[src/hw/fu_params.svh]
`ifndef FU_PARAMS_SVH
`define FU_PARAMS_SVH

// Datapath width, RV32 only
`define FU_XLEN 32

// Tag widths
`define FU_PRN_W 6   // Physical register tag
`define FU_ROBN_W 5  // ROB entry tag

// Finished results held ahead of the CDB
`define FU_FIFO_DEPTH 4

`endif

[src/hw/fu_pkg.sv]
`default_nettype none
`include "fu_params.svh"

package fu_pkg;

    typedef logic [`FU_XLEN-1:0] data_t;
    typedef logic [`FU_XLEN-1:0] addr_t;
    typedef logic [`FU_PRN_W-1:0] prn_t;
    typedef logic [`FU_ROBN_W-1:0] robn_t;

    // Encodings follow the decoder
    typedef enum logic [3:0] {
        ALU_ADD, ALU_SUB, ALU_AND, ALU_OR, ALU_XOR,
        ALU_SLT, ALU_SLTU, ALU_SLL, ALU_SRL, ALU_SRA
    } alu_func_e;

    typedef enum logic [1:0] {OPA_IS_RS1, OPA_IS_PC, OPA_IS_ZERO} opa_sel_e;

    typedef enum logic [2:0] {
        OPB_IS_RS2, OPB_IS_I_IMM, OPB_IS_S_IMM, OPB_IS_B_IMM, OPB_IS_U_IMM, OPB_IS_J_IMM
    } opb_sel_e;

    // R-type field layout; funct3 sits at the same bits in every format
    typedef struct packed {
        logic [6:0] funct7;
        logic [4:0] rs2;
        logic [4:0] rs1;
        logic [2:0] funct3;
        logic [4:0] rd;
        logic [6:0] opcode;
    } inst_t;

    typedef struct packed {
        logic      valid;
        inst_t     inst;
        addr_t     pc;
        alu_func_e func;
        data_t     op1;          // rs1 value
        data_t     op2;          // rs2 value
        prn_t      dest_prn;
        robn_t     robn;
        opa_sel_e  opa_select;
        opb_sel_e  opb_select;
        logic      cond_branch;
        logic      uncond_branch; // JAL / JALR
    } fu_packet_t;

    typedef struct packed {
        prn_t  dest_prn;
        robn_t robn;
        data_t result;
        logic  is_branch;
        logic  take_branch;
    } fu_result_t;

    typedef struct packed {
        logic  valid;
        prn_t  dest_prn;
        data_t value;
    } cdb_packet_t;

    typedef struct packed {
        robn_t robn;
        logic  executed;
        logic  branch_taken;
        addr_t target_addr;
    } fu_rob_packet_t;

    // Sign-extended immediates
    function automatic data_t imm_i(inst_t inst);
        logic [31:0] w;
        w = inst;
        return {{20{w[31]}}, w[31:20]};
    endfunction

    function automatic data_t imm_s(inst_t inst);
        logic [31:0] w;
        w = inst;
        return {{20{w[31]}}, w[31:25], w[11:7]};
    endfunction

    function automatic data_t imm_b(inst_t inst);
        logic [31:0] w;
        w = inst;
        return {{19{w[31]}}, w[31], w[7], w[30:25], w[11:8], 1'b0}; // Halfword aligned
    endfunction

    function automatic data_t imm_u(inst_t inst);
        logic [31:0] w;
        w = inst;
        return {w[31:12], 12'b0};
    endfunction

    function automatic data_t imm_j(inst_t inst);
        logic [31:0] w;
        w = inst;
        return {{11{w[31]}}, w[31], w[19:12], w[20], w[30:21], 1'b0};
    endfunction

endpackage

`default_nettype wire

[src/hw/alu_cond.sv]
`default_nettype none
`include "fu_params.svh"

module alu_cond (
    input  logic               clock,
    input  logic               arst_n,
    input  fu_pkg::fu_packet_t fu_packet,
    output logic               stage_valid,
    output fu_pkg::fu_result_t stage_result
);

    fu_pkg::data_t opa;                    // Operand A mux out
    fu_pkg::data_t opb;                    // Operand B mux out
    fu_pkg::data_t alu_result;
    logic signed [`FU_XLEN-1:0] signed_opa;
    logic signed [`FU_XLEN-1:0] signed_opb;
    logic signed [`FU_XLEN-1:0] signed_rs1;
    logic signed [`FU_XLEN-1:0] signed_rs2;
    logic [4:0] shamt;
    logic cond_take;                       // Comparator outcome
    fu_pkg::fu_result_t result_d;          // Next stage contents

    assign signed_opa = opa;
    assign signed_opb = opb;
    assign signed_rs1 = fu_packet.op1;
    assign signed_rs2 = fu_packet.op2;
    assign shamt = opb[4:0];               // RV32 shifts use low 5 bits

    // Operand A
    always_comb begin
        case (fu_packet.opa_select)
            fu_pkg::OPA_IS_RS1:  opa = fu_packet.op1;
            fu_pkg::OPA_IS_PC:   opa = fu_packet.pc;   // AUIPC, branches, JAL
            fu_pkg::OPA_IS_ZERO: opa = '0;             // LUI
            default:             opa = '0;
        endcase
    end

    // Operand B, register or immediate
    always_comb begin
        case (fu_packet.opb_select)
            fu_pkg::OPB_IS_RS2:   opb = fu_packet.op2;
            fu_pkg::OPB_IS_I_IMM: opb = fu_pkg::imm_i(fu_packet.inst);
            fu_pkg::OPB_IS_S_IMM: opb = fu_pkg::imm_s(fu_packet.inst);
            fu_pkg::OPB_IS_B_IMM: opb = fu_pkg::imm_b(fu_packet.inst);
            fu_pkg::OPB_IS_U_IMM: opb = fu_pkg::imm_u(fu_packet.inst);
            fu_pkg::OPB_IS_J_IMM: opb = fu_pkg::imm_j(fu_packet.inst);
            default:              opb = '0;      // Codes 6 and 7 unused
        endcase
    end

    // ALU
    always_comb begin
        case (fu_packet.func)
            fu_pkg::ALU_ADD:  alu_result = opa + opb;
            fu_pkg::ALU_SUB:  alu_result = opa - opb;
            fu_pkg::ALU_AND:  alu_result = opa & opb;
            fu_pkg::ALU_OR:   alu_result = opa | opb;
            fu_pkg::ALU_XOR:  alu_result = opa ^ opb;
            fu_pkg::ALU_SLT:  alu_result = fu_pkg::data_t'(signed_opa < signed_opb);
            fu_pkg::ALU_SLTU: alu_result = fu_pkg::data_t'(opa < opb);
            fu_pkg::ALU_SLL:  alu_result = opa << shamt;
            fu_pkg::ALU_SRL:  alu_result = opa >> shamt;
            fu_pkg::ALU_SRA:  alu_result = signed_opa >>> shamt; // Sign fill
            default:          alu_result = '0;
        endcase
    end

    // Branch condition from funct3
    always_comb begin
        case (fu_packet.inst.funct3)
            3'b000:  cond_take = signed_rs1 == signed_rs2;  // BEQ
            3'b001:  cond_take = signed_rs1 != signed_rs2;  // BNE
            3'b100:  cond_take = signed_rs1 <  signed_rs2;  // BLT
            3'b101:  cond_take = signed_rs1 >= signed_rs2;  // BGE
            3'b110:  cond_take = fu_packet.op1 <  fu_packet.op2; // BLTU
            3'b111:  cond_take = fu_packet.op1 >= fu_packet.op2; // BGEU
            default: cond_take = 1'b0;                      // Not a branch encoding
        endcase
    end

    always_comb begin
        result_d.dest_prn    = fu_packet.dest_prn;
        result_d.robn        = fu_packet.robn;
        result_d.result      = alu_result;  // Target address for branches
        result_d.is_branch   = fu_packet.cond_branch | fu_packet.uncond_branch;
        result_d.take_branch = fu_packet.uncond_branch | (fu_packet.cond_branch & cond_take);
    end

    // Output stage, valid strobe
    always_ff @(posedge clock or negedge arst_n) begin
        if (!arst_n) begin
            stage_valid <= 1'b0;
        end else begin
            stage_valid <= fu_packet.valid;
        end
    end

    // Payload only loads with a packet
    always_ff @(posedge clock) begin
        if (fu_packet.valid) begin
            stage_result <= result_d;
        end
    end

    // Issue must only send the ten decoded functions
    a_func_legal: assert property (@(posedge clock) disable iff (!arst_n)
        fu_packet.valid |-> fu_packet.func inside {[fu_pkg::ALU_ADD:fu_pkg::ALU_SRA]})
        else $error("alu_cond: illegal func %0h with valid", fu_packet.func);

endmodule

`default_nettype wire

[src/hw/result_fifo.sv]
`default_nettype none
`include "fu_params.svh"

module result_fifo (
    input  logic               clock,
    input  logic               arst_n,
    input  logic               stage_valid,
    input  fu_pkg::fu_result_t stage_result,
    input  logic               pop,
    output fu_pkg::fu_result_t head,
    output logic               not_empty,
    output logic               fu_alu_avail
);

    localparam int fifo_depth = `FU_FIFO_DEPTH;
    localparam int ptr_w = (fifo_depth > 1) ? $clog2(fifo_depth) : 1;
    localparam int cnt_w = $clog2(fifo_depth + 1);    // Holds 0..depth

    fu_pkg::fu_result_t mem [fifo_depth];             // Entry storage
    logic [ptr_w-1:0] wr_ptr;
    logic [ptr_w-1:0] rd_ptr;
    logic [cnt_w-1:0] count;
    logic full;

    // Wraps for any depth, not just powers of two
    function automatic logic [ptr_w-1:0] next_ptr(logic [ptr_w-1:0] ptr);
        return (ptr == ptr_w'(fifo_depth - 1)) ? '0 : ptr + 1'b1;
    endfunction

    assign full = (count == cnt_w'(fifo_depth));
    assign not_empty = (count != '0);
    assign head = mem[rd_ptr];

    // Reserve a slot for the entry still in the stage register
    assign fu_alu_avail = (int'(count) + int'(stage_valid)) < fifo_depth;

    always_ff @(posedge clock) begin
        if (stage_valid) begin
            mem[wr_ptr] <= stage_result;
        end
    end

    always_ff @(posedge clock or negedge arst_n) begin
        if (!arst_n) begin
            wr_ptr <= '0;
            rd_ptr <= '0;
            count  <= '0;
        end else begin
            if (stage_valid) wr_ptr <= next_ptr(wr_ptr);
            if (pop) rd_ptr <= next_ptr(rd_ptr);
            case ({stage_valid, pop})
                2'b10:   count <= count + 1'b1;
                2'b01:   count <= count - 1'b1;
                default: ;                          // Both or neither, no change
            endcase
        end
    end

    // Avail level must keep the stage from ever hitting a full buffer
    a_no_overflow: assert property (@(posedge clock) disable iff (!arst_n)
        stage_valid |-> !full)
        else $error("result_fifo: write while full, count %0h", count);

    a_no_underflow: assert property (@(posedge clock) disable iff (!arst_n)
        pop |-> not_empty)
        else $error("result_fifo: pop while empty");

    // Head holds until the consumer takes it
    a_head_stable: assert property (@(posedge clock) disable iff (!arst_n)
        (not_empty && !pop) |=> $stable(head))
        else $error("result_fifo: head changed without pop");

endmodule

`default_nettype wire

[src/hw/cdb_broadcast.sv]
`default_nettype none

module cdb_broadcast (
    input  logic                   cdb_grant,
    input  fu_pkg::fu_result_t     head,
    input  logic                   not_empty,
    output logic                   pop,
    output fu_pkg::cdb_packet_t    cdb_packet,
    output fu_pkg::fu_rob_packet_t fu_rob_packet
);

    logic writes_reg;   // Head targets a real register

    // p0 is hardwired zero and never broadcast
    assign writes_reg = (head.dest_prn != '0);

    // Transfer completes on a granted edge
    assign pop = not_empty & cdb_grant;

    always_comb begin
        cdb_packet.valid    = not_empty & writes_reg;
        cdb_packet.dest_prn = head.dest_prn;
        cdb_packet.value    = head.result;
    end

    // ROB sees every entry including p0 writes and branches
    always_comb begin
        fu_rob_packet.robn         = head.robn;
        fu_rob_packet.executed     = not_empty;
        fu_rob_packet.branch_taken = head.take_branch;
        // ALU computed PC + imm for branch packets
        fu_rob_packet.target_addr  = head.is_branch ? head.result : '0;
    end

endmodule

`default_nettype wire

[src/hw/fu_exec.sv]
`default_nettype none

module fu_exec (
    input  logic                   clock,
    input  logic                   arst_n,
    input  fu_pkg::fu_packet_t     fu_packet,
    input  logic                   cdb_grant,
    output logic                   fu_alu_avail,
    output fu_pkg::cdb_packet_t    cdb_packet,
    output fu_pkg::fu_rob_packet_t fu_rob_packet
);

    logic               stage_valid;   // ALU stage to buffer
    fu_pkg::fu_result_t stage_result;
    fu_pkg::fu_result_t head;          // Buffer to broadcast
    logic               not_empty;
    logic               pop;

    // Producer
    alu_cond alu_cond_0 (
        .clock        (clock),
        .arst_n       (arst_n),
        .fu_packet    (fu_packet),
        .stage_valid  (stage_valid),
        .stage_result (stage_result)
    );

    // Buffer, also sources the avail level to issue
    result_fifo result_fifo_0 (
        .clock        (clock),
        .arst_n       (arst_n),
        .stage_valid  (stage_valid),
        .stage_result (stage_result),
        .pop          (pop),
        .head         (head),
        .not_empty    (not_empty),
        .fu_alu_avail (fu_alu_avail)
    );

    // Consumer
    cdb_broadcast cdb_broadcast_0 (
        .cdb_grant     (cdb_grant),
        .head          (head),
        .not_empty     (not_empty),
        .pop           (pop),
        .cdb_packet    (cdb_packet),
        .fu_rob_packet (fu_rob_packet)
    );

endmodule

`default_nettype wire

[config.mk]
export PLATFORM = sky130hd
export DESIGN_NAME = fu_exec
export DESIGN_NICKNAME = d
export VERILOG_FILES = /design/src/hw/fu_pkg.sv /design/src/hw/alu_cond.sv /design/src/hw/result_fifo.sv /design/src/hw/cdb_broadcast.sv /design/src/hw/fu_exec.sv
export VERILOG_INCLUDE_DIRS = /design/src /design/src/hw
export SDC_FILE = /design/constraint.sdc
export NUM_CORES = 1
export LEC_CHECK = 0
export BUFFER_PORTS_ARGS = -buffer_cell sky130_fd_sc_hd__buf_2
export CAP_MARGIN = 10
export CELL_PAD_IN_SITES_DETAIL_PLACEMENT = 0
export CELL_PAD_IN_SITES_GLOBAL_PLACEMENT = 1
export CORE_MARGIN = 4
export CORE_UTILIZATION = 42
export CTS_CLUSTER_SIZE = 14
export DETAILED_ROUTE_END_ITERATION = 16
export MAX_ROUTING_LAYER = met4
export PLACE_DENSITY_LB_ADDON = 0.3
export SYNTH_ARGS = -nofsm -noshare
export SYNTH_HDL_FRONTEND = slang
export SYNTH_SLANG_ARGS = --single-unit
export TNS_END_PERCENT = 1
[constraint.sdc]
create_clock -name clock -period 1.98 [get_ports clock]
set_input_delay 0.099 -clock clock [delete_from_list [all_inputs] [get_ports clock]]
set_output_delay 0.099 -clock clock [all_outputs]
set_load 0.05 [all_outputs]
-- Word-level counts from Yosys, hierarchy flattened
Memories as Yosys holds them, arrays and structs flattened.
Index checks and enable logic that the tools add are counted.
- flip-flop bits (word level): 53
- bits in writable memories: 180
- input bits: 154
- output and inout bits: 79
- logic and storage cells: 78
- memories kept: 1
- add/subtract/negate cells: 7
- magnitude comparators: 7
- eq/ne operators: 26
- shift-type cells: 3
- multiplexer cells: 10
- bitwise logic cells: 8
- reductions and logical operators: 7
- memory list (name ; depth ; width ; rd ports ; clocked after memory_dff ; write ports ; line ; text):
    result_fifo_0.mem ; 4 ; 45 ; 1 ; 0 ; 1 ; result_fifo.sv:19 ; fu_pkg::fu_result_t mem [fifo_depth];
- operator list (kind ; number):
    32-bit case mux with 10 select lines ; 1
    32-bit case mux with 6 select lines ; 1
    32-bit less-than comparator ; 4
    32-bit greater-or-equal comparator ; 2
    32-bit case mux with 2 select lines ; 1
    32-bit adder ; 1
    32-bit AND ; 1
    32-bit equality test ; 1
    32-bit by 4-bit less-than comparator with 1-bit output, second input constant ; 1
    32-bit two-way mux ; 1
    32-bit inequality test ; 1
    32-bit OR ; 1
    32-bit by 5-bit << shifter with 32-bit output ; 1
    32-bit by 5-bit right shift with 32-bit output ; 1
    32-bit by 5-bit >>> shifter with 32-bit output ; 1
    32-bit subtractor ; 1
    32-bit XOR ; 1
    3-bit equality test, second input constant ; 6
    4-bit by 3-bit equality test with 1-bit output, second input constant ; 4
    4-bit by 2-bit equality test with 1-bit output, second input constant ; 2
    4-bit equality test, second input constant ; 2
    2-bit equality test, second input constant ; 3
    3-bit by 1-bit equality test with 1-bit output, second input constant ; 2
    3-bit by 2-bit equality test with 1-bit output, second input constant ; 2
    18 further kinds ; 26

-- Longest topological paths before layout
Gate-level depths: netlist (run 1).
- word-level depth: 4
- depth in mapped cells: 18
- mapped depth without buffers: 16

-- Hierarchy
From an unflattened synthesis (run 1), not the netlist that was laid out.
- cells, all modules: 2035
- area, all modules: 19469.9 um^2
- modules (own cells, without submodules) (module ; times used ; cells each ; area an instance (um^2) ; sequential area each (um^2)):
    alu_cond ; 1 ; 1682 ; 11974.0 ; 1376.3
    result_fifo ; 1 ; 270 ; 6924.1 ; 5580.4
    cdb_broadcast ; 1 ; 83 ; 571.8 ; 0.0

-- Worst setup path before layout (run 1)
OpenSTA, ideal clock, no wires.
- path kind: input -> register
- from: input fu_packet[4] (netlist bit)
- to: register, netlist name alu_cond_0.stage_result[27]
- library setup time: 272 ps
- arrival: 4162 ps
- required time: 1708 ps
- slack: -2453 ps
- stages on the path: 16
- path buffers: 5
- cell sequence: clkbuf_1 -> buf_1 -> buf_1 -> clkbuf_1 -> a22oi_1 -> o21a_1 -> ha_1 -> clkbuf_1 -> nand4_1 -> or2_2 -> a2111oi_0 -> o21ai_0 -> nand3b_1 -> o22a_1 -> a21oi_1 -> or4_1
- longest elaborated chain between the ends: 4
- elaborated cells between the ends (all ways): 16
- those cells by class: add/sub (2); eq/ne (5); shift (3); mux (2); bitwise (3); reduce/logical (1)
- RTL lines (element ; line ; text):
    from (decl) ; fu_exec.sv:6 ; input fu_pkg::fu_packet_t fu_packet,
    3-bit equality test, or another cell as far along ; alu_cond.sv:41 ; case (fu_packet.opb_select)
    32-bit case mux with 6 select lines (*) ; alu_cond.sv:41 ;
    32-bit subtractor, or another cell as far along ; alu_cond.sv:56 ; fu_pkg::ALU_SUB: alu_result = opa - opb;
    32-bit case mux with 10 select lines (*) ; alu_cond.sv:54 ; case (fu_packet.func)
    net alu_cond_0.alu_result[25] ; alu_cond.sv:14 ; fu_pkg::data_t alu_result;
Mark *: on every way through the listed nets, which the timed path passes. The rest lies on a longest branch.
A chain may end at the register's enable or synchronous reset.

-- Worst setup path in the final report (run 1)
- from: input fu_packet[2] (netlist bit)
- to: register, netlist name alu_cond_0.stage_result[29]
- longest elaborated chain between the ends: 4
- elaborated cells between the ends (all ways): 16
- those cells by class: add/sub (2); eq/ne (5); shift (3); mux (2); bitwise (3); reduce/logical (1)
- RTL lines (element ; line):
    3-bit equality test, or another cell as far along ; alu_cond.sv:41
    32-bit case mux with 6 select lines (*) ; alu_cond.sv:41
    32-bit subtractor, or another cell as far along ; alu_cond.sv:56
    32-bit case mux with 10 select lines (*) ; alu_cond.sv:54
    net alu_cond_0.alu_result[27] ; alu_cond.sv:14
Marked as above.

==> impl_metrics.csv, run 1 <==
group,metric,value,unit
timing,hold_viol_final,0,
power_and_ir_drop,leakagePower,12.6,nW
cts,clock_path_buffers,3,
critical_path,path_cells,"buf_8 > or3b_4 > a22oi_2 > buf_4 > ha_4 > buf_6 > o21bai_4 > nand4_1 > a21o_1 > nand3_4 > a211oi_4 > o41a_1 > o31a_1 > a211o_1 > a221o_1",
critical_path,cp_max_fo,6,
synthesis,synth_ff_type,"edfxtp_1",
finish,drive_gt1_share,42.6,%
floorplan,initial_core_util,42.7,%
synthesis,synth-seq-area-share,35.7,%
place,numPlacedInstances,3371,
synthesis,synth_cell_types,86,
synthesis,synth_cells,1988,
critical_path,r2r_slack,-0.06,ns
cts,cts_tree,"done",
run_status,status,"finished, violations left",
synthesis,syn-cell-area,19500,um^2
timing,finalSetupTns,-58.42,ns
critical_path,cp.arrival,3.50,ns
timing,tightest_slew,0.829,ns
timing,fin_skew,0.0195,ns
synthesis,syn-num-nets,2280,
cts,path_clk_slew,0.06,ns
critical_path,r2r_start,"result_fifo_0.count[0]",
timing,report.final.slew_viol_count,0,
run,maxCapViolCount,0,
timing,max_slew_margin,44.3,%
finish,fin_area,28300,um^2
routing,drtIter0Drc,1861,
cts,cts_root_buffer,"clkbuf_16",
critical_path,crit_type,"in2reg",
power_and_ir_drop,irDropWorstVdd,0.00162,V
synthesis,syn_avg_cell_area,9.79,um^2
global_route,grt_pass1_wl,128,mm
floorplan,core,45600,um^2
cts,cts_buffers,23,
synthesis,synth_seq_cells,233,
timing,timing.hold.ws,0.0118,ns
place,pre_cts_slack,-2.11,ns
critical_path,end_kind,"register",
critical_path,reg2reg_depth,9,
routing,drc,0,
routing,ant_nets,0,
hold_path,whs_path_depth,4,
place,dp_hpwl,72.0,mm
place,numPortBuffers,225,
finish,num_antenna_cells,0,
hold_path,min_from,"cdb_grant",
critical_path,crit_required,2.26,ns
critical_path,slowest_delay,0.41,ns
floorplan,ioPinCount,233,
finish,syn2layout_area_growth,45.2,%
synthesis,synth-edff-count,225,
floorplan,fp.dieH,223,um
floorplan,die_x,223,um
routing,dr.pass1.iters,6,
finish,instances_no_fill,3445,
timing,fmax,0.311,GHz
global_route,grt_pass1_vias,20400,
run_status,violations,"negative setup slack",
synthesis,async_reset_ff_share,3.43,%
routing,num_vias,20400,
hold_path,min_to,"result_fifo_0.rd_ptr[0]",
timing,fin_crit_sh,163,%
global_route,grtUsageTotal,34.9,%
floorplan,num_rows,78,
routing,wl_per_cell,25.6,um
global_route,antenna_found_initial,0,
cts,cts_sinks,233,
global_route,gr-total-overflow,0,
place,placed_cell_area,26400,um^2
cts,cts_max_level,1,
timing,finalWorstSetupSlack,-1.24,ns
timing,rsz0062_at_grt,"true",
timing,min_period,3.22,ns
hold_path,hp-class,"in2reg",
cts,clk_latency,0.54,ns
critical_path,critical-path-slowest-cell,"o41a_1",
routing,wl,88.1,mm
floorplan,die_area,49800,um^2
critical_path,startpoint_type,"input pin",
global_route,grt_max_degree,61,
power_and_ir_drop,power_density,908,nW/um^2
critical_path,timing.rr.end,"result_fifo_0.count[2]",
place,gp_congestion,1.06,
finish,finalNetCount,3121,
routing,vias_per_cell,5.92,
timing,setup_viol,110,
synthesis,yosysWarnings,0,
[repair_timing]
item / CTS / global route
pin swaps: 26 / 33
buffers inserted: 11 / 4
hold buffers: 17 / 0
gates cloned: 0 / 1
endpoints found under the setup margin: 110 / 110
gates resized for setup: 68 / 119
hold endpoints to repair: 22 / 0
[routing by layer]
| layer | track usage (%) | share of wire (%) | routed length, um |
|---|---|---|---|
| met1 | 45.0 | 41 | 36100 |
| met2 | 58.2 | 48 | 42100 |
| met3 | 2.83 | 6.6 | 5810 |
| met4 | 12.2 | 4.6 | 4060 |
| met5 | - | 0 | 0 |
[critical path: cells and delay by family]
kind / cells / cell delay, ns
AO/OA/AOI/OAI: 8 / 2.09
adder cells (fa/ha/maj): 1 / 0.19
buffers and inverters: 3 / 0.39
AND/OR/NAND/NOR: 3 / 0.72
[cell families after synthesis]
family                     count (synthesis)  share of synthesized area (%)
DFF                                      233                           35.7
and+or+nand+nor                          492                           12.2
adders and majority gates                138                           8.99
muxes                                    237                           15.4
buffers and inverters                    276                           5.80
xor gates and xnor gates                   8                          0.360
AOI/OAI and AO/OA                        604                           21.5
[synth_stat cells (all sizes together) (31+ instances only)]
library cell / count / share of area (%)
o21a: 40 / 1.5
nand3: 31 / 0.80
buf: 57 / 1.6
clkbuf: 85 / 1.6
a21o: 32 / 1.2
ha: 135 / 8.7
mux4: 45 / 5.2
edfxtp: 225 / 35
a211oi: 39 / 1.5
mux2i: 170 / 8.9
inv: 132 / 2.6
nor2: 153 / 3.0
a21oi: 114 / 2.9
o21ai: 104 / 2.7
nor3: 38 / 0.98
nand2: 109 / 2.1
and2: 41 / 1.3
[cells in the final DEF (no fill, tap or decap), types with 30 or more instances in the layout]
cell type / netlist / layout
buf_4: 8 / 674
edfxtp_1: 225 / 225
buf_2: 18 / 219
mux2i_1: 167 / 160
nor2_1: 153 / 140
inv_1: 130 / 129
ha_1: 135 / 122
nand2_1: 109 / 106
a21oi_1: 114 / 100
o21ai_0: 100 / 83
mux4_2: 45 / 45
o21a_1: 40 / 39
and2_1: 41 / 36
a21o_1: 32 / 32
nor3_1: 38 / 30
o211ai_1: 30 / 30
[worst max-delay path by stage]
stage | endpoint | startpoint | slack (ns)
detailed placement | alu_cond_0.stage_result[18] | fu_packet[4] | -2.11
finish | alu_cond_0.stage_result[29] | fu_packet[2] | -1.24
global route | alu_cond_0.stage_result[29] | fu_packet[2] | -1.31
floorplan | alu_cond_0.stage_result[15] | fu_packet[2] | -1.73
global placement | alu_cond_0.stage_result[19] | fu_packet[5] | -2.11
CTS | alu_cond_0.stage_result[30] | fu_packet[4] | -1.24
[stage by stage]
stage	power (mW)	utilization, %
floorplan	15.6	-
global placement	20.5	58.0
detailed placement	20.8	58.0
CTS	25.2	60.8
global route	26.7	62.0
finish	25.7	62.0
[cell type report]
cell class / instances / area (um^2)
Inverter: 134 / 505
Clock buffer: 27 / 591
Multi-Input combinational cell: 1479 / 12200
Fill cell: 3831 / 17300
Clock inverter: 14 / 136
Sequential cell: 233 / 6960
Tap cell: 600 / 751
Timing Repair Buffer: 958 / 7150
[registers in the layout, summed over array words and instances (netlist names)]
register / flops
result_fifo_0.count: 3
result_fifo_0.mem: 180
result_fifo_0.rd_ptr: 2
alu_cond_0.stage_valid: 1
alu_cond_0.stage_result: 45
result_fifo_0.wr_ptr: 2
[power breakdown]
part	switching, mW	leakage [nW]	internal, mW	total [mW]
logic	9.19	10.1	5.33	14.5
registers	0.441	2.18	6.46	6.90
clock network	1.82	0.354	2.42	4.23
Note: power is estimated with default switching activity, not from simulation.
==> run 2, diff against run 1 <==
--- a/config.mk
+++ b/config.mk
@@ -16,6 +16,7 @@
 export DETAILED_ROUTE_END_ITERATION = 16
 export MAX_ROUTING_LAYER = met4
 export PLACE_DENSITY_LB_ADDON = 0.3
+export SKIP_LAST_GASP = 1
 export SYNTH_ARGS = -nofsm -noshare
 export SYNTH_HDL_FRONTEND = slang
 export SYNTH_SLANG_ARGS = --single-unit
==> run 2 against run 1 <==
Compared with the run above: the flow still finishes with violations (negative setup slack); global-route usage is 0.069 points lower; non-clock buffer count stayed put; clock-buffer cell count stayed put; clock skew is 0.0012 ns lower.
==> impl_metrics.csv, run 2 (synthesized netlist as in run 1, its figures left out) <==
group,metric,value,unit
routing,dr.pass1.iters,6,
power_and_ir_drop,irDropWorstVdd,0.00182,V
finish,syn2layout_area_growth,43.6,%
hold_path,whs_path_depth,4,
cts,path_clk_slew,0.08,ns
floorplan,die_x,223,um
routing,num_vias,20300,
global_route,grt_max_degree,61,
global_route,busiest_layer,"met2",
routing,wl,87.6,mm
power_and_ir_drop,leakagePower,12.5,nW
cts,cts_tree,"done",
floorplan,ioPinCount,233,
floorplan,fp.dieH,223,um
finish,multi_input_area,11900,um^2
timing,fin_crit_sh,165,%
cts,cts_root_buffer,"clkbuf_16",
timing,report.final.slew_viol_count,0,
power_and_ir_drop,power,25.3,mW
timing,hold_viol_final,0,
cts,clk_latency,0.54,ns
finish,final_common_cell,"buf_4",
place,numPortBuffers,225,
critical_path,startpoint_type,"input pin",
timing,rsz0062_at_grt,"true",
cts,cts_max_level,1,
timing,finalSetupTns,-71.95,ns
routing,wl_per_cell,25.4,um
timing,fin_skew,0.0183,ns
critical_path,slowest_delay,0.57,ns
timing,min_period,3.26,ns
floorplan,num_rows,78,
critical_path,cp_max_fo,16,
critical_path,crit_type,"in2reg",
place,placed_cell_area,26400,um^2
place,gp_congestion,1.06,
run_status,status,"finished, violations left",
finish,regMostFlops,"result_fifo_0.mem",
routing,drc,0,
critical_path,cpMostUsedCell,"buf_4",
floorplan,initial_core_util,42.7,%
timing,setup_viol,110,
run_status,violations,"negative setup slack",
global_route,grt_pass1_vias,20400,
critical_path,cp_num_buf_inv,6,
cts,cts_buffers,23,
global_route,grtUsageMet1,44.6,%
global_route,gr-total-overflow,0,
global_route,met3_usage,3.04,%
finish,fin_area,27900,um^2
finish,largest_reg_flops,180,
place,pre_cts_slack,-2.11,ns
place,dp_hpwl,72.0,mm
timing,timing.hold.ws,0.0625,ns
timing,max_slew_margin,36.9,%
finish,drive_gt1_share,41.2,%
floorplan,core,45600,um^2
finish,layout_common_cells,"683 x buf_4, 225 x edfxtp_1, 222 x buf_2",
routing,vias_per_cell,5.90,
floorplan,die_area,49800,um^2
routing,ant_nets,0,
critical_path,cp.depth,15,
critical_path,end_kind,"register",
finish,reg_top3,"result_fifo_0.mem: 180 flops, alu_cond_0.stage_result: 45 flops, result_fifo_0.count: 3 flops",
hold_path,hp-class,"in2reg",
critical_path,critical-path-slowest-cell,"a222oi_1",
finish,fillers,3876,
critical_path,path_cells,"buf_2 > buf_12 > buf_4 > buf_4 > mux2_2 > a222oi_1 > buf_4 > a21o_1 > mux2i_2 > buf_4 > nor3_1 > a221oi_1 > a22oi_1 > nor2_1 > or4_1",
timing,finalWorstSetupSlack,-1.28,ns
finish,finalNetCount,3121,
timing,tightest_slew,0.923,ns
cts,clock_path_buffers,3,
cts,cts_sinks,233,
critical_path,reg2reg_depth,9,
routing,drtIter0Drc,1862,
global_route,grtUsageTotal,34.8,%
power_and_ir_drop,power_density,907,nW/um^2
critical_path,critPathTopFamily,"compound AO/OA/AOI/OAI gates",
global_route,grtUsageMet2,58.1,%
timing,fmax,0.307,GHz
critical_path,cp.arrival,3.54,ns
finish,regArea,6960,um^2
run,maxCapViolCount,0,
global_route,grt_pass1_wl,128,mm
critical_path,crit_required,2.26,ns
global_route,antenna_found_initial,1,
run 2: worst min-delay path: cells and delay by family:
kind                   cells  cell delay [ns]
buffers and inverters      2             0.25
AND/OR/NAND/NOR            1             0.11
AO/OA/AOI/OAI              1             0.10
run 2: layer usage:
| metal | routed length [um] | up-vias |
|---|---|---|
| met4 | 4100 | 0 |
| met2 | 41700 | 971 |
| met3 | 5790 | 186 |
| li1 | - | 9266 |
| met5 | 0 | - |
| met1 | 36000 | 9909 |
run 2: report_power, final:
group / switching, mW / internal, mW
sequential: 0.424 / 6.46
combinational: 9.09 / 5.12
clock: 1.82 / 2.42
run 2: final cells by class:
cell class	count	area share (%)
diodes	1	0.00896
clock buffers	27	2.11
clock inverters	14	0.488
inverters	134	1.81
multi-input cells	1479	42.7
flip-flops and latches	233	24.9
well taps	600	2.69
repair buffers	958	25.3
run 2: what timing repair did:
action / in CTS / in global routing
hold buffers: 17 / 0
setup endpoints to repair: 110 / 110
gates resized for setup: 50 / 53
cloned: 0 / 1
hold endpoints to repair: 22 / 0
pin swaps: 23 / 28
setup buffers: 11 / 4
run 2: per-stage QoR:
step           utilization, %  std cells
2_1_floorplan               -       1988
3_3_place_gp             58.0       3371
3_5_place_dp             58.0       3371
4_1_cts                  60.7       3440
5_1_grt                  61.3       3446
6_report                 61.3       3446
run 2: final timing paths:
| kind | to | startpoint | slack [ns] |
|---|---|---|---|
| min in group asynchronous | alu_cond_0.stage_valid | arst_n | 0.61 |
| worst min-delay path | result_fifo_0.rd_ptr[0] | cdb_grant | 0.06 |
| worst min register to register | result_fifo_0.mem[0][18] | alu_cond_0.stage_result[18] | 0.50 |
| worst max-delay path | alu_cond_0.stage_result[12] | fu_packet[5] | -1.28 |
| worst max register to register | result_fifo_0.count[2] | result_fifo_0.count[0] | -0.10 |
| max in group asynchronous | result_fifo_0.rd_ptr[0] | arst_n | 1.01 |
==> run 3, diff against run 2 <==
==> constraint.sdc (replaced) <==
create_clock -name clock -period 1.98 [get_ports clock]
set_input_delay 0.099 -clock clock [delete_from_list [all_inputs] [get_ports clock]]
set_output_delay 0.099 -clock clock [all_outputs]
set_load 0.01 [all_outputs]
==> run 3 against run 2 <==
Compared with the run above: clock skew up 0.0029 ns; routed wire length up 1.5%; the run still ends with negative setup slack left; clock-buffer cell count unchanged; worst setup slack better by 0.10 ns; critical endpoint unchanged; utilization increased by 0.53 points.
==> impl_metrics.csv, run 3 (synthesized netlist as in run 1, its figures left out) <==
group,metric,value,unit
run_status,status,"finished, violations left",
run_status,violations,"negative setup slack",
routing,ant_nets,0,
global_route,grt_pass1_vias,20400,
routing,vias_per_cell,5.92,
place,gp_congestion,1.07,
finish,largest_reg_flops,180,
power_and_ir_drop,power_density,782,nW/um^2
critical_path,r2r_start,"result_fifo_0.count[1]",
routing,drtIter0Drc,1969,
routing,dr.pass1.iters,8,
floorplan,ioPinCount,233,
cts,cts_root_buffer,"clkbuf_16",
hold_path,hp-class,"in2reg",
routing,wl_per_cell,25.9,um
cts,cts_buffers,23,
critical_path,slowest_delay,0.57,ns
cts,path_clk_slew,0.07,ns
power_and_ir_drop,irDropWorstVdd,0.00121,V
timing,setup_viol,106,
cts,cts_max_level,1,
critical_path,crit_required,2.22,ns
floorplan,core,45600,um^2
finish,regMostFlops,"result_fifo_0.mem",
timing,report.final.slew_viol_count,0,
global_route,gr-total-overflow,0,
finish,final_common_cell,"buf_4",
run,maxCapViolCount,0,
place,numPortBuffers,225,
finish,drive_gt1_share,43.1,%
critical_path,end_kind,"register",
routing,drc,0,
cts,clock_path_buffers,3,
floorplan,fp.dieH,223,um
critical_path,startpoint,"fu_packet[5]",
global_route,grtUsageMet1,44.4,%
global_route,grt_pass1_wl,129,mm
critical_path,crit_type,"in2reg",
finish,finalNetCount,3107,
critical_path,r2r_slack,0.01,ns
hold_path,min_from,"cdb_grant",
global_route,met3_usage,4.34,%
cts,clk_latency,0.52,ns
place,placed_cell_area,26200,um^2
global_route,grtUsageTotal,35.1,%
finish,fin_area,28200,um^2
cts,cts_sinks,233,
floorplan,initial_core_util,42.7,%
timing,fin_skew,0.0212,ns
timing,min_period,3.16,ns
place,pre_cts_slack,-2.18,ns
routing,wl,88.9,mm
floorplan,die_area,49800,um^2
timing,finalWorstSetupSlack,-1.18,ns
timing,timing.hold.ws,0.0699,ns
global_route,grt_max_degree,61,
cts,cts_tree,"done",
critical_path,startpoint_type,"input pin",
finish,syn2layout_area_growth,44.8,%
critical_path,cp_max_fo,12,
timing,max_slew_margin,38.9,%
timing,fmax,0.317,GHz
critical_path,cp.arrival,3.40,ns
timing,rsz0062_at_grt,"true",
power_and_ir_drop,leakagePower,12.5,nW
global_route,antenna_found_initial,1,
global_route,busiest_layer,"met2",
finish,reg_top3,"result_fifo_0.mem: 180 flops, alu_cond_0.stage_result: 45 flops, result_fifo_0.count: 3 flops",
power_and_ir_drop,power,22.0,mW
critical_path,cpMostUsedCell,"buf_4",
floorplan,num_rows,78,
timing,tightest_slew,0.893,ns
finish,fillers,3883,
routing,num_vias,20300,
timing,finalSetupTns,-60.76,ns
place,dp_hpwl,72.3,mm
critical_path,critical-path-slowest-cell,"or4_4",
critical_path,path_cells,"buf_2 > buf_12 > buf_4 > buf_4 > mux2_2 > a222oi_1 > buf_4 > a21o_1 > mux2i_1 > buf_4 > nor3_1 > a221oi_1 > a22oi_1 > nor2_1 > or4_4",
timing,fin_crit_sh,159,%
finish,layout_common_cells,"663 x buf_4, 225 x edfxtp_1, 222 x buf_2",
global_route,grtUsageMet2,58.0,%
floorplan,die_x,223,um
timing,hold_viol_final,0,
run 3: final timing paths:
check,endpoint,cells after the start
min,result_fifo_0.rd_ptr[0],4
max,alu_cond_0.stage_result[12],15
min in group asynchronous,result_fifo_0.rd_ptr[0],3
min reg2reg,result_fifo_0.mem[2][37],0
max reg2reg,result_fifo_0.count[2],9
max in group asynchronous,result_fifo_0.rd_ptr[0],3
run 3: report_power, final:
part           internal (mW)  switching (mW)  total [mW]  leakage, nW
sequential              6.46           0.438        6.90         2.18
clock                   2.14            1.80        3.94        0.322
combinational           5.15            6.05        11.2         10.0
total                   13.8            8.29        22.0         12.5
run 3: critical path, delay by kind of cell:
kind / cells / cell delay, ns
mux: 2 / 0.51
buf+inv: 6 / 1.01
simple gates: 3 / 0.79
compound gates: 4 / 0.98
run 3: timing repair:
action,in CTS,in global routing
endpoints found under the hold margin,22,0
resized for setup,78,123
hold buffers,17,0
pin swaps,29,43
buffers inserted,12,18
setup endpoints to repair,107,109
run 3: per-layer routing:
metal	part of all wire [%]	vias to the layer above
li1	-	9205
met1	40	9861
met2	47	1004
met3	7.5	245
met4	5.2	0
met5	0	-
run 3: through the flow:
stage | instances | utilization [%]
2_1_floorplan | 1988 | -
3_3_place_gp | 3344 | 57.5
3_5_place_dp | 3344 | 57.5
4_1_cts | 3410 | 60.2
5_1_grt | 3429 | 61.8
6_report | 3429 | 61.8
run 3: final cells by class:
type | instances | area, um^2 | share of cell area [%]
clock buffers | 27 | 591 | 2.10
repair buffers | 944 | 6940 | 24.6
well taps | 600 | 751 | 2.66
clock inverters | 11 | 70.1 | 0.249
flip-flops and latches | 233 | 6960 | 24.7
inverters | 134 | 505 | 1.79
multi-input cells | 1479 | 12400 | 43.9
diodes | 1 | 2.50 | 0.00888
